File: src/verilog/pulse_div_pkg.sv
// shared definitions for the iterative divider
//   result_word_width : operand and result width used by the result struct
//   buffer_mode_e     : output buffer behaviour, skid or half
//   div_state_e       : controller FSM states
//   div_result_t      : quotient and remainder pair handed to the output side

package pulse_div_pkg;

    // the result struct is sized from this constant, so the top level
    // derives its operand width from here as well
    localparam int result_word_width = 16;

    // int based so a testbench can select the mode with a plain integer
    typedef enum int {
        buf_skid,
        buf_half
    } buffer_mode_e;

    // idle waits for operands, run does one quotient bit per clock,
    // done holds the result until the output side has taken it
    typedef enum logic [1:0] {
        st_idle,
        st_run,
        st_done
    } div_state_e;

    // quotient sits in the upper half of the packed vector
    typedef struct packed {
        logic [result_word_width-1:0] quotient;
        logic [result_word_width-1:0] remainder;
    } div_result_t;

endpackage

File: src/verilog/div_iter_if.sv
// control and status link between the divider FSM and its datapath
//   load, step          : strobes from the controller
//   divisor_zero        : captured divisor is zero
//   rem_ready           : partial remainder holds a loaded operand pair

`timescale 1ns/100ps

interface div_iter_if;

    // one cycle strobe that captures a new operand pair
    logic load;
    // high for every iteration that should shift and subtract
    logic step;
    // status back from the datapath
    logic divisor_zero;
    logic rem_ready;

    modport ctrl (
        output load,
        output step,
        input  divisor_zero,
        input  rem_ready
    );

    modport dp (
        input  load,
        input  step,
        output divisor_zero,
        output rem_ready
    );

endinterface

File: src/verilog/div_controller.sv
// divider sequencing FSM
//   input handshake, accepted only in st_idle
//   iteration counter sized from word_width
//   one cycle result pulse on entry to st_done
//   hold in st_done until the output side reports the handoff

`timescale 1ns/100ps

module div_controller #(
    parameter int word_width = 16
) (
    input  logic       clock,
    input  logic       rst_n,
    input  logic       in_valid,
    output logic       in_ready,
    output logic       result_pulse,
    input  logic       module_ready,
    div_iter_if.ctrl   iter
);

    // the counter only has to reach word_width - 1
    localparam int count_width = (word_width > 1) ? $clog2(word_width) : 1;
    localparam logic [count_width-1:0] last_count = count_width'(word_width - 1);

    pulse_div_pkg::div_state_e state;
    pulse_div_pkg::div_state_e state_next;
    logic [count_width-1:0]    count;
    logic                      last_step;

    // operands are taken only while nothing is in flight
    assign in_ready = (state == pulse_div_pkg::st_idle);

    // the load strobe is the input transfer itself
    assign iter.load = in_ready && in_valid;

    // a zero divisor was already resolved at load time, so the datapath
    // is left alone for those iterations and simply holds its result
    assign iter.step = (state == pulse_div_pkg::st_run) && iter.rem_ready
                       && !iter.divisor_zero;

    // final iteration, the counter still runs for a zero divisor so the
    // latency does not depend on the operands
    assign last_step = (state == pulse_div_pkg::st_run) && (count == last_count);

    always_comb begin
        state_next = state;
        unique case (state)
            pulse_div_pkg::st_idle: begin
                if (in_valid) begin
                    state_next = pulse_div_pkg::st_run;
                end
            end
            pulse_div_pkg::st_run: begin
                if (count == last_count) begin
                    state_next = pulse_div_pkg::st_done;
                end
            end
            pulse_div_pkg::st_done: begin
                // the result must be owned by the output side before the
                // datapath registers may be overwritten
                if (module_ready) begin
                    state_next = pulse_div_pkg::st_idle;
                end
            end
            default: begin
                state_next = pulse_div_pkg::st_idle;
            end
        endcase
    end

    always_ff @(posedge clock or negedge rst_n) begin
        if (!rst_n) begin
            state        <= pulse_div_pkg::st_idle;
            count        <= '0;
            result_pulse <= 1'b0;
        end else begin
            state <= state_next;
            // restart the count with every new operand pair
            if (iter.load) begin
                count <= '0;
            end else if (state == pulse_div_pkg::st_run) begin
                count <= count + 1'b1;
            end
            // registered, so the pulse lines up with the first st_done cycle
            result_pulse <= last_step;
        end
    end

endmodule

File: src/verilog/div_datapath.sv
// restoring shift and subtract datapath, one quotient bit per step
//   divisor, partial remainder and quotient registers
//   trial subtraction of the divisor from the shifted remainder
//   divisor_zero and rem_ready status for the controller

`timescale 1ns/100ps

module div_datapath #(
    parameter int word_width = 16
) (
    input  logic                        clock,
    input  logic                        rst_n,
    input  logic [word_width-1:0]       dividend,
    input  logic [word_width-1:0]       divisor,
    div_iter_if.dp                      iter,
    output pulse_div_pkg::div_result_t  result
);

    logic [word_width-1:0] divisor_q;
    logic [word_width-1:0] rem_q;
    // holds the unconsumed dividend bits at the top and the quotient
    // bits collected so far at the bottom
    logic [word_width-1:0] quo_q;
    logic [word_width:0]   trial;
    logic [word_width:0]   diff;
    logic                  fits;
    logic [word_width-1:0] rem_next;
    logic                  rem_ready_q;

    // bring down the next dividend bit next to the partial remainder
    assign trial = {rem_q, quo_q[word_width-1]};
    assign diff  = trial - {1'b0, divisor_q};
    assign fits  = (trial >= {1'b0, divisor_q});

    // after a successful subtraction the remainder is below the divisor,
    // and after a failed one the trial value is, so word_width bits suffice
    assign rem_next = fits ? diff[word_width-1:0] : trial[word_width-1:0];

    always_ff @(posedge clock) begin
        if (iter.load) begin
            divisor_q <= divisor;
            if (divisor == '0) begin
                // this is what word_width restoring steps would produce
                // against a zero divisor, every trial subtraction fits
                quo_q <= '1;
                rem_q <= dividend;
            end else begin
                quo_q <= dividend;
                rem_q <= '0;
            end
        end else if (iter.step) begin
            rem_q <= rem_next;
            quo_q <= {quo_q[word_width-2:0], fits};
        end
    end

    // set once the first operand pair has been captured
    always_ff @(posedge clock or negedge rst_n) begin
        if (!rst_n) begin
            rem_ready_q <= 1'b0;
        end else if (iter.load) begin
            rem_ready_q <= 1'b1;
        end
    end

    assign iter.rem_ready    = rem_ready_q;
    assign iter.divisor_zero = (divisor_q == '0);

    // registers stay put between the result pulse and the next load
    assign result.quotient  = quo_q;
    assign result.remainder = rem_q;

endmodule

File: src/verilog/pipeline_output_buffer.sv
// ready/valid output buffer for one quotient and remainder pair
//   skid mode with a main and a skid register
//   half mode with a single register
//   in_ready comes from registers only, never from out_ready

`timescale 1ns/100ps

module pipeline_output_buffer #(
    parameter int                          word_width  = 16,
    parameter pulse_div_pkg::buffer_mode_e buffer_mode = pulse_div_pkg::buf_skid
) (
    input  logic                        clock,
    input  logic                        rst_n,
    input  logic                        in_valid,
    output logic                        in_ready,
    input  logic [2*word_width-1:0]     in_data,
    output logic                        out_valid,
    input  logic                        out_ready,
    output logic [2*word_width-1:0]     out_data
);

    // a quotient and a remainder of word_width bits each
    localparam int data_width = 2 * word_width;

    logic                  main_valid;
    logic [data_width-1:0] main_data;
    logic                  in_fire;
    logic                  out_fire;

    assign in_fire   = in_valid && in_ready;
    assign out_fire  = main_valid && out_ready;
    assign out_valid = main_valid;
    assign out_data  = main_data;

    generate
        if (buffer_mode == pulse_div_pkg::buf_skid) begin : g_skid
            logic                  skid_valid;
            logic [data_width-1:0] skid_data;
            logic                  load_main;

            // the skid register only fills while main is full and stalled,
            // so in_ready drops only with both registers occupied
            assign in_ready  = !skid_valid;
            assign load_main = !main_valid || out_ready;

            always_ff @(posedge clock or negedge rst_n) begin
                if (!rst_n) begin
                    main_valid <= 1'b0;
                    skid_valid <= 1'b0;
                end else if (skid_valid) begin
                    // main refills from skid on a read, so it stays valid
                    if (out_fire) begin
                        skid_valid <= 1'b0;
                    end
                end else if (in_fire) begin
                    main_valid <= 1'b1;
                    skid_valid <= !load_main;
                end else if (out_fire) begin
                    main_valid <= 1'b0;
                end
            end

            always_ff @(posedge clock) begin
                if (skid_valid) begin
                    if (out_fire) begin
                        main_data <= skid_data;
                    end
                end else if (in_fire) begin
                    if (load_main) begin
                        main_data <= in_data;
                    end else begin
                        skid_data <= in_data;
                    end
                end
            end
        end else begin : g_half
            // a full register blocks the input even during a read, which
            // halves the peak rate but keeps in_ready registered
            assign in_ready = !main_valid;

            always_ff @(posedge clock or negedge rst_n) begin
                if (!rst_n) begin
                    main_valid <= 1'b0;
                end else if (in_fire) begin
                    main_valid <= 1'b1;
                end else if (out_fire) begin
                    main_valid <= 1'b0;
                end
            end

            always_ff @(posedge clock) begin
                if (in_fire) begin
                    main_data <= in_data;
                end
            end
        end
    endgenerate

endmodule

File: src/verilog/pulse_divider.sv
// top level of the iterative unsigned divider
//   operand input with a ready/valid handshake
//   controller, datapath and their status interface
//   pulse to pipeline stage that drives the result handshake

`timescale 1ns/100ps

module pulse_divider #(
    parameter pulse_div_pkg::buffer_mode_e buffer_mode = pulse_div_pkg::buf_skid
) (
    input  logic                                        clock,
    input  logic                                        rst_n,
    input  logic                                        in_valid,
    output logic                                        in_ready,
    input  logic [pulse_div_pkg::result_word_width-1:0] dividend,
    input  logic [pulse_div_pkg::result_word_width-1:0] divisor,
    output logic                                        out_valid,
    input  logic                                        out_ready,
    output logic [pulse_div_pkg::result_word_width-1:0] quotient,
    output logic [pulse_div_pkg::result_word_width-1:0] remainder
);

    // operand width follows the result struct
    localparam int word_width = pulse_div_pkg::result_word_width;

    logic                       result_pulse;
    logic                       module_ready;
    pulse_div_pkg::div_result_t dp_result;
    pulse_div_pkg::div_result_t out_data;

    div_iter_if iter_bus ();

    div_controller #(
        .word_width (word_width)
    ) u_controller (
        .clock        (clock),
        .rst_n        (rst_n),
        .in_valid     (in_valid),
        .in_ready     (in_ready),
        .result_pulse (result_pulse),
        .module_ready (module_ready),
        .iter         (iter_bus)
    );

    div_datapath #(
        .word_width (word_width)
    ) u_datapath (
        .clock    (clock),
        .rst_n    (rst_n),
        .dividend (dividend),
        .divisor  (divisor),
        .iter     (iter_bus),
        .result   (dp_result)
    );

    pulse_to_pipeline #(
        .word_width  (word_width),
        .buffer_mode (buffer_mode)
    ) u_pulse_to_pipeline (
        .clock             (clock),
        .rst_n             (rst_n),
        .module_data       (dp_result),
        .module_data_valid (result_pulse),
        .module_ready      (module_ready),
        .out_valid         (out_valid),
        .out_ready         (out_ready),
        .out_data          (out_data)
    );

    assign quotient  = out_data.quotient;
    assign remainder = out_data.remainder;

endmodule

File: src/verilog/pulse_to_pipeline.sv
// turns the one cycle result pulse into a ready/valid output
//   set/clear latch that keeps the pulse until the buffer takes it
//   output buffer in skid or half mode
//   module_ready back to the controller

`timescale 1ns/100ps

module pulse_to_pipeline #(
    parameter int                         word_width  = 16,
    parameter pulse_div_pkg::buffer_mode_e buffer_mode = pulse_div_pkg::buf_skid
) (
    input  logic                        clock,
    input  logic                        rst_n,
    input  pulse_div_pkg::div_result_t  module_data,
    input  logic                        module_data_valid,
    output logic                        module_ready,
    output logic                        out_valid,
    input  logic                        out_ready,
    output pulse_div_pkg::div_result_t  out_data
);

    logic valid_latched;
    logic internal_valid;
    logic internal_ready;
    logic accept;
    logic buf_out_valid;

    // the live pulse is ORed in so a buffer with room takes the result in
    // the pulse cycle itself, the latch covers the cycles where it cannot
    assign internal_valid = valid_latched || module_data_valid;
    assign accept         = internal_valid && internal_ready;

    always_ff @(posedge clock or negedge rst_n) begin
        if (!rst_n) begin
            valid_latched <= 1'b0;
        end else if (accept) begin
            valid_latched <= 1'b0;
        end else if (module_data_valid) begin
            valid_latched <= 1'b1;
        end
    end

    generate
        if (buffer_mode == pulse_div_pkg::buf_skid) begin : g_skid_ready
            // the divider may start over as soon as the buffer owns the result
            assign module_ready = accept;
        end else begin : g_half_ready
            logic held;

            // half mode keeps the divider parked until the buffered result
            // has been read out, held marks a result that is still inside
            always_ff @(posedge clock or negedge rst_n) begin
                if (!rst_n) begin
                    held <= 1'b0;
                end else if (module_ready) begin
                    held <= 1'b0;
                end else if (accept) begin
                    held <= 1'b1;
                end
            end

            // only registered terms, so out_ready never reaches the controller
            assign module_ready = held && !buf_out_valid;
        end
    endgenerate

    pipeline_output_buffer #(
        .word_width  (word_width),
        .buffer_mode (buffer_mode)
    ) output_buffer (
        .clock     (clock),
        .rst_n     (rst_n),
        .in_valid  (internal_valid),
        .in_ready  (internal_ready),
        .in_data   (module_data),
        .out_valid (buf_out_valid),
        .out_ready (out_ready),
        .out_data  (out_data)
    );

    assign out_valid = buf_out_valid;

endmodule
File: config.mk
export PLATFORM = sky130hd
export DESIGN_NAME = pulse_divider
export DESIGN_NICKNAME = d
export VERILOG_FILES = /design/src/verilog/pulse_div_pkg.sv /design/src/verilog/div_iter_if.sv /design/src/verilog/div_controller.sv /design/src/verilog/div_datapath.sv /design/src/verilog/pipeline_output_buffer.sv /design/src/verilog/pulse_divider.sv /design/src/verilog/pulse_to_pipeline.sv
export SDC_FILE = /design/constraint.sdc
export NUM_CORES = 1
export LEC_CHECK = 0
export ABC_AREA = 0
export BUFFER_PORTS_ARGS = -buffer_cell sky130_fd_sc_hd__buf_2
export CAP_MARGIN = 20
export CORE_AREA = 2 2 124 126
export CTS_BUF_LIST = sky130_fd_sc_hd__clkbuf_4 sky130_fd_sc_hd__clkbuf_8
export DETAILED_ROUTE_END_ITERATION = 12
export DIE_AREA = 0 0 126 128
export SLEW_MARGIN = 40
export SYNTH_ARGS = -nofsm -noshare
export SYNTH_HDL_FRONTEND = slang
export SYNTH_SLANG_ARGS = --single-unit
File: constraint.sdc
create_clock -name clock -period 3.7 [get_ports clock]
set_clock_uncertainty 0.05 [all_clocks]
set_input_delay 0.555 -clock clock [delete_from_list [all_inputs] [get_ports clock]]
set_output_delay 0.555 -clock clock [all_outputs]
set_load 0.01 [all_outputs]
### Word-level counts from Yosys, hierarchy flattened

Index checks and enable logic that the tools add are counted.

| word-level totals | value |
|---|---|
| ROM bits | 0 |
| latch bits | 0 |
| output and inout bits | 34 |
| register bits after elaboration | 123 |
| memories kept | 0 |
| word-level logic and storage cells | 73 |
| RAM bits | 0 |

| operators by class | value |
|---|---|
| divide/modulo/power cells | 0 |
| bitwise logic cells | 2 |
| order comparisons | 1 |
| shifts and indexed selects | 0 |
| reductions and logical operators | 25 |
| eq/ne operators | 7 |
| multipliers | 0 |
| $add $sub $neg | 2 |
| multiplexer cells | 24 |

Operators with widths:

| operator | count |
|---|---|
| $mux W32 | 4 |
| $mux W16 | 7 |
| $logic_not A16 Y1 | 2 |
| $ge A17 B16 Y1 | 1 |
| $sub A16 B16 Y16 | 1 |
| $reduce_bool A2 Y1 | 6 |
| $reduce_and A3 Y1 | 3 |
| $mux W4 | 2 |
| $mux W1 | 7 |
| $logic_and A1 B1 Y1 | 6 |
| $mux W2 | 3 |
| $ne A2 B2 Y1 const B | 3 |
| $pmux W2 S3 | 1 |
| $add A4 B1 Y4 const B | 1 |
| $eq A4 B4 Y1 const B | 1 |
| $logic_not A1 Y1 | 4 |
| $eq A2 B1 Y1 const B | 1 |
| $eq A2 B2 Y1 const B | 1 |
| $logic_not A2 Y1 | 1 |
| $logic_or A1 B1 Y1 | 2 |
| $ne A2 B1 Y1 const B | 1 |
| $not A1 Y1 | 2 |
| $reduce_and A2 Y1 | 1 |

### Longest topological paths before layout

| depth | value |
|---|---|
| depth after elaboration | 5 |
| mapped depth | 10 |

### By module

From an unflattened synthesis, not the netlist that was laid out.

| second synthesis, totals | value |
|---|---|
| cells, all modules | 461 |
| area, all modules | 6,053.3 um^2 |

By module, submodules not included:

| module | seq. area each (um^2) | cells an instance | times used | area an instance (um^2) |
|---|---|---|---|---|
| div_datapath | 1,466.4 | 315 | 1 | 3,128.0 |
| pipeline_output_buffer | 1,971.9 | 112 | 1 | 2,552.4 |
| div_controller | 175.2 | 30 | 1 | 324.1 |
| pulse_to_pipeline | 25.0 | 4 | 1 | 48.8 |

### Least setup slack after synthesis

OpenSTA, ideal clock, no wires.

| timing | value |
|---|---|
| path type | reg2reg |
| from | register u_pulse_to_pipeline.output_buffer.g_skid.skid_valid |
| to | register u_pulse_to_pipeline.output_buffer.main_data[0] (netlist: u_pulse_to_pipeline.output_buffer.out_data[0]) (enable) |
| arrival | 2,427 ps |
| data required time | 3,218 ps |
| cell stages (with the launch flop) | 5 |
| clock period less this slack | 2,909 ps |
| library setup time | 432 ps |
| setup slack | 791 ps |
| path through | dfrtp_1 -> clkbuf_1 -> nor2_1 -> a21oi_1 -> a21oi_1 |

| between the ends | value |
|---|---|
| longest elaborated chain between the ends | 4 |

Ends and longest elaborated chain:

| element | RTL line | text |
|---|---|---|
| from (decl) | pipeline_output_buffer.sv:37 | `logic skid_valid;` |
| from (signal assigned) | pipeline_output_buffer.sv:57 | `skid_valid <= !load_main;` |
| $logic_not A1 Y1 | pipeline_output_buffer.sv:43 | `assign in_ready = !skid_valid;` |
| $logic_and A1 B1 Y1 | pipeline_output_buffer.sv:30 | `assign in_fire = in_valid && in_ready;` |
| $reduce_bool A2 Y1 (no source line) | -- |  |
| $reduce_and A3 Y1 (no source line) (*) | -- |  |
| to (signal assigned) | pipeline_output_buffer.sv:66 | `main_data <= skid_data;` |
| to (signal assigned) | pipeline_output_buffer.sv:70 | `main_data <= in_data;` |
| to (decl) | pipeline_output_buffer.sv:26 | `logic [data_width-1:0] main_data;` |

Mark *: on every way between the ends. The rest lies on a longest branch, timed or not.
A chain may end at the register's enable or synchronous reset.

### Final worst setup path

| timing | value |
|---|---|
| from | register u_datapath.rem_q[9] |
| to | register u_datapath.rem_q[11], data pin |

| between the ends | value |
|---|---|
| longest elaborated chain between the ends | 4 |

Ends and longest elaborated chain:

| element | RTL line | text |
|---|---|---|
| from (decl) | div_datapath.sv:20 | `logic [word_width-1:0] rem_q;` |
| from (signal assigned) | div_datapath.sv:46 | `rem_q <= dividend;` |
| from (signal assigned) | div_datapath.sv:52 | `rem_q <= rem_next;` |
| $sub A16 B16 Y16 or $ge A17 B16 Y1 (tied branches) | div_datapath.sv:32, div_datapath.sv:33 |  |
| $mux W16 (*) | div_datapath.sv:37 | `assign rem_next = fits ? diff[word_width-1:0] : trial[word_width-1:0];` |
| $mux W16 (*) | div_datapath.sv:51 | `end else if (iter.step) begin` |
| $mux W16 (*) | div_datapath.sv:40 | `if (iter.load) begin` |

Mark *: on every way between the ends. The rest lies on a longest branch, timed or not. The select of a mux whose other input is x is not followed.

==> key figures <==
Outcome
  – Status: complete, no violations

Synth
  – Ys async rst share: 0.0894
  – Synth Area in XOR/XNOR: 0.0182
  – Cell accounting for the most synthesized area: edfxtp_1
  – Synth Area in Simple Gates: 0.0943
  – Number of flops mapped to enable cells by yosys: 112
  – Post-Syn Area: 0.00577 sq mm
  – Fraction of the mapped netlist area in adder cells: 0.0403
  – Top cells by area, synth: edfxtp_1 58%, mux2_2 6.0%, dfrtp_1 4.8%
  – Post-synth cell types: 57
  – Post-synth net total: 485
  – Compound-Gate Fraction of Synth Area: 0.130
  – Synth warn: 0
  – Syn Area/Cell: 13.4 sq um
  – Sequential area share after synthesis: 0.630
  – Gate count of the mapped netlist: 431
  – Main combinational cell family by area after synthesis: compound AO/OA/AOI/OAI gates
  – Multiplexer share of the synthesized area: 0.0605
  – Share of the synthesized area in the top cell type: 0.583
  – Synth Flop Type: edfxtp_1
  – Flops & latches, synth: 123

Power and ir drop
  – Power Total: 5610 uW
  – Max IR drop VDD: 0.000287 V
  – Sw Pwr: 2080 uW
  – Reg power frac: 0.419
  – Clock Power Share: 0.180
  – Internal: 3530 uW
  – Sw frac: 0.370
  – Leakage power: 0.00252 uW
  – Combinational Power Share: 0.401
  – PwrDens: 837 mW/mm^2

Drt
  – # DRC: 0
  – Per-cell routed wire length: 18.9 microns
  – Drt via density: 5.45
  – Detailed-route via count: 3892
  – Final ANT Viol Nets: 0
  – Initial DRC Count: 345
  – DRT Wirelength: 13500 microns
  – DR pass1 iterations: 5

Finish
  – Commonest non-fill, non-tap cell in the layout: edfxtp_1
  – Share of post-route cells with drive strength above 1: 0.295
  – Post-layout net count: 567
  – Area Growth Syn to Fin: 16.2%
  – # fillers: 1380
  – Ant diodes: 0
  – Final Instance Area: 0.00671 sq mm
  – Commonest cells after routing, fill and taps aside: 112 x edfxtp_1, 69 x buf_2, 41 x nand2_1, 31 x mux2_2, 20 x inv_1

Floorplanning
  – IO Count: 70
  – Initial core utilization: 0.388
  – Die H: 128 microns
  – Row count: 45
  – Core ar.: 0.0149 sq mm
  – Die area: 0.0161 sq mm
  – Die width: 126 microns

Timing
  – Unrepaired setup endpoints after global routing: no
  – Period utilization: 0.808
  – Minimum clock period: 2.99 ns
  – Slew Limit Headroom: 0.520
  – Measured slew at the worst slew-check pin: 0.720 ns
  – Setup ws final: 0.712 ns
  – # setup viols final: 0
  – Fmax: 0.335 GHz
  – Final Hold Fails: 0
  – Pins Over Slew Limit: 0
  – Setup TNS Final: 0 ns

Placement
  – HPWL after DPL: 9870 microns
  – RD Place Congestion: 0.918
  – PortBufs: 69
  – Place WS: 0.723 ns
  – DP Area: 0.00636 sq mm

Global route
  – Largest net degree at the start of global routing: 43
  – GR Layer Usage met2: 0.268
  – Initial antenna violation count: 0
  – Met3 Usage GRT: 0.0476
  – GRT overflow: 0
  – Global Route Usage Sum: 0.176
  – First-pass GRT wire length: 21300 microns
  – Vias in the first global route: 3764
  – Top Usage Layer GRT: met2
  – M1 GR Usage: 0.241

Clocking
  – Reg clk slew, reported paths: 0.07 ns
  – Skew-Pair Late Insertion Delay: 0.44 ns
  – Clock buffer depth: 2
  – # hold bufs at CTS: 1
  – Htree depth: 4
  – CTS Buf Count: 17
  – PostCTS Resize Cnt: 0
  – Clock tree sinks: 123
  – Setup bufs post-CTS: 0
  – CTS tree: yes
  – Clk root buf: clkbuf_8

Worst setup path
  – Startpoint Class: flip-flop
  – CP Class: reg2reg
  – Nature of the critical path endpoint: flip-flop
  – Critical Path Fanout Max: 8
  – Critical Path RT: 3.90 ns
  – Critical Path AT: 3.18 ns

Worst hold path
  – Min-Delay Path Class: in2reg

Flow run
  – Max_cap viols: 0
## layout make-up
class / count / area, sq um / share of cell area
timing repair buffer: 79 / 423 / 0.0631
clock buffer: 17 / 234 / 0.0349
clock inverter: 15 / 103 / 0.0153
sequential: 123 / 3640 / 0.543
tap: 188 / 235 / 0.0351
multi-input combinational: 271 / 1990 / 0.297
inverter: 21 / 78.8 / 0.0118
## layer usage
layer	routed length, microns	share of wire
met4	244	0.018
met1	6070	0.45
met2	6310	0.47
met5	0	0
met3	862	0.064
## critical path: stages, from the launching register on
cell and delay (ns):
edfxtp_1 0.44, ha_1 0.51, and4_1 0.30, nor2b_1 0.18, nand2_1 0.10, o31ai_2 0.54, buf_4 0.28, nor2_2 0.08
o31ai_1 0.32
## worst paths after layout
| check | depth (start not counted) | slack [ns] | start | to |
|---|---|---|---|---|
| hold reg to reg | 0 | 0.43 | u_datapath.quo_q[15] | flip-flop |
| min in group asynchronous | 2 | 0.46 | rst_n | async pin |
| setup reg to reg | 8 | 0.71 | u_datapath.rem_q[9] | u_datapath.rem_q[11] |
| setup / recovery | 8 | 0.71 | u_datapath.rem_q[9] | u_datapath.rem_q[11] |
| max in group asynchronous | 2 | 2.93 | rst_n | u_pulse_to_pipeline.valid_latched |
| hold / removal | 2 | 0.24 | out_ready | flip-flop |
## power groups by stage
stage	logic (uW)	registers (uW)	clock network [uW]
final	2250	2350	1010
after detailed placement	2220	2390	0
after floorplan	1720	2250	0
after CTS	2240	2360	1040
after global placement	2200	2370	0
after global routing	2490	2390	1100
## through the flow
step / utilization / hold WS [ns] / std cells
3_3_place_gp: 0.428 / 0.384 / 681
4_1_cts: 0.451 / 0.205 / 714
2_1_floorplan: - / 0.209 / 431
3_5_place_dp: 0.428 / 0.390 / 681
6_report: 0.451 / 0.242 / 714
5_1_grt: 0.451 / 0.215 / 714
## kinds of logic (layout without fill, tap and decap cells)
kind of cell	after synthesis	count (layout)
multiplexers	31	31
AND/OR/NAND/NOR	109	109
buffers and inverters	37	132
flip-flops	123	123
adder cells (fa/ha/maj)	18	18
AO/OA/AOI/OAI	101	101
XOR/XNOR	12	12
## registers in the layout (all words and copies together), names as in the netlist
signal / cells
u_controller.state: 2
u_pulse_to_pipeline.valid_latched: 1
u_datapath.divisor_q: 16
u_controller.count: 4
u_pulse_to_pipeline.output_buffer.out_valid: 1
u_datapath.quo_q: 16
u_pulse_to_pipeline.output_buffer.out_data: 32
u_datapath.iter.rem_ready: 1
u_controller.result_pulse: 1
u_pulse_to_pipeline.output_buffer.g_skid.skid_data: 32
u_datapath.rem_q: 16
u_pulse_to_pipeline.output_buffer.g_skid.skid_valid: 1
## cells in the mapped netlist, drive strengths merged (2+ instances only)
| library cell | instances |
|---|---|
| or2 | 2 |
| a21oi | 22 |
| o21ai | 14 |
| nand3 | 4 |
| a31oi | 2 |
| o22a | 16 |
| a221o | 3 |
| a31o | 3 |
| nor2 | 19 |
| xnor2 | 6 |
| dfrtp | 11 |
| edfxtp | 112 |
| o21a | 3 |
| nor3 | 5 |
| nor4 | 10 |
| xor2 | 6 |
| o31ai | 10 |
| and3 | 3 |
| nand2 | 42 |
| mux2 | 31 |
| o2111ai | 2 |
| buf | 10 |
| inv | 21 |
| a32oi | 4 |
| o221ai | 2 |
| nand2b | 3 |
| ha | 17 |
| or3 | 2 |
| a21o | 2 |
| a211o | 2 |
| clkbuf | 6 |
| a211oi | 2 |
| nor2b | 5 |
| and2 | 6 |
| o211ai | 8 |
| nand4 | 5 |
(Power assumes the default switching activity.)
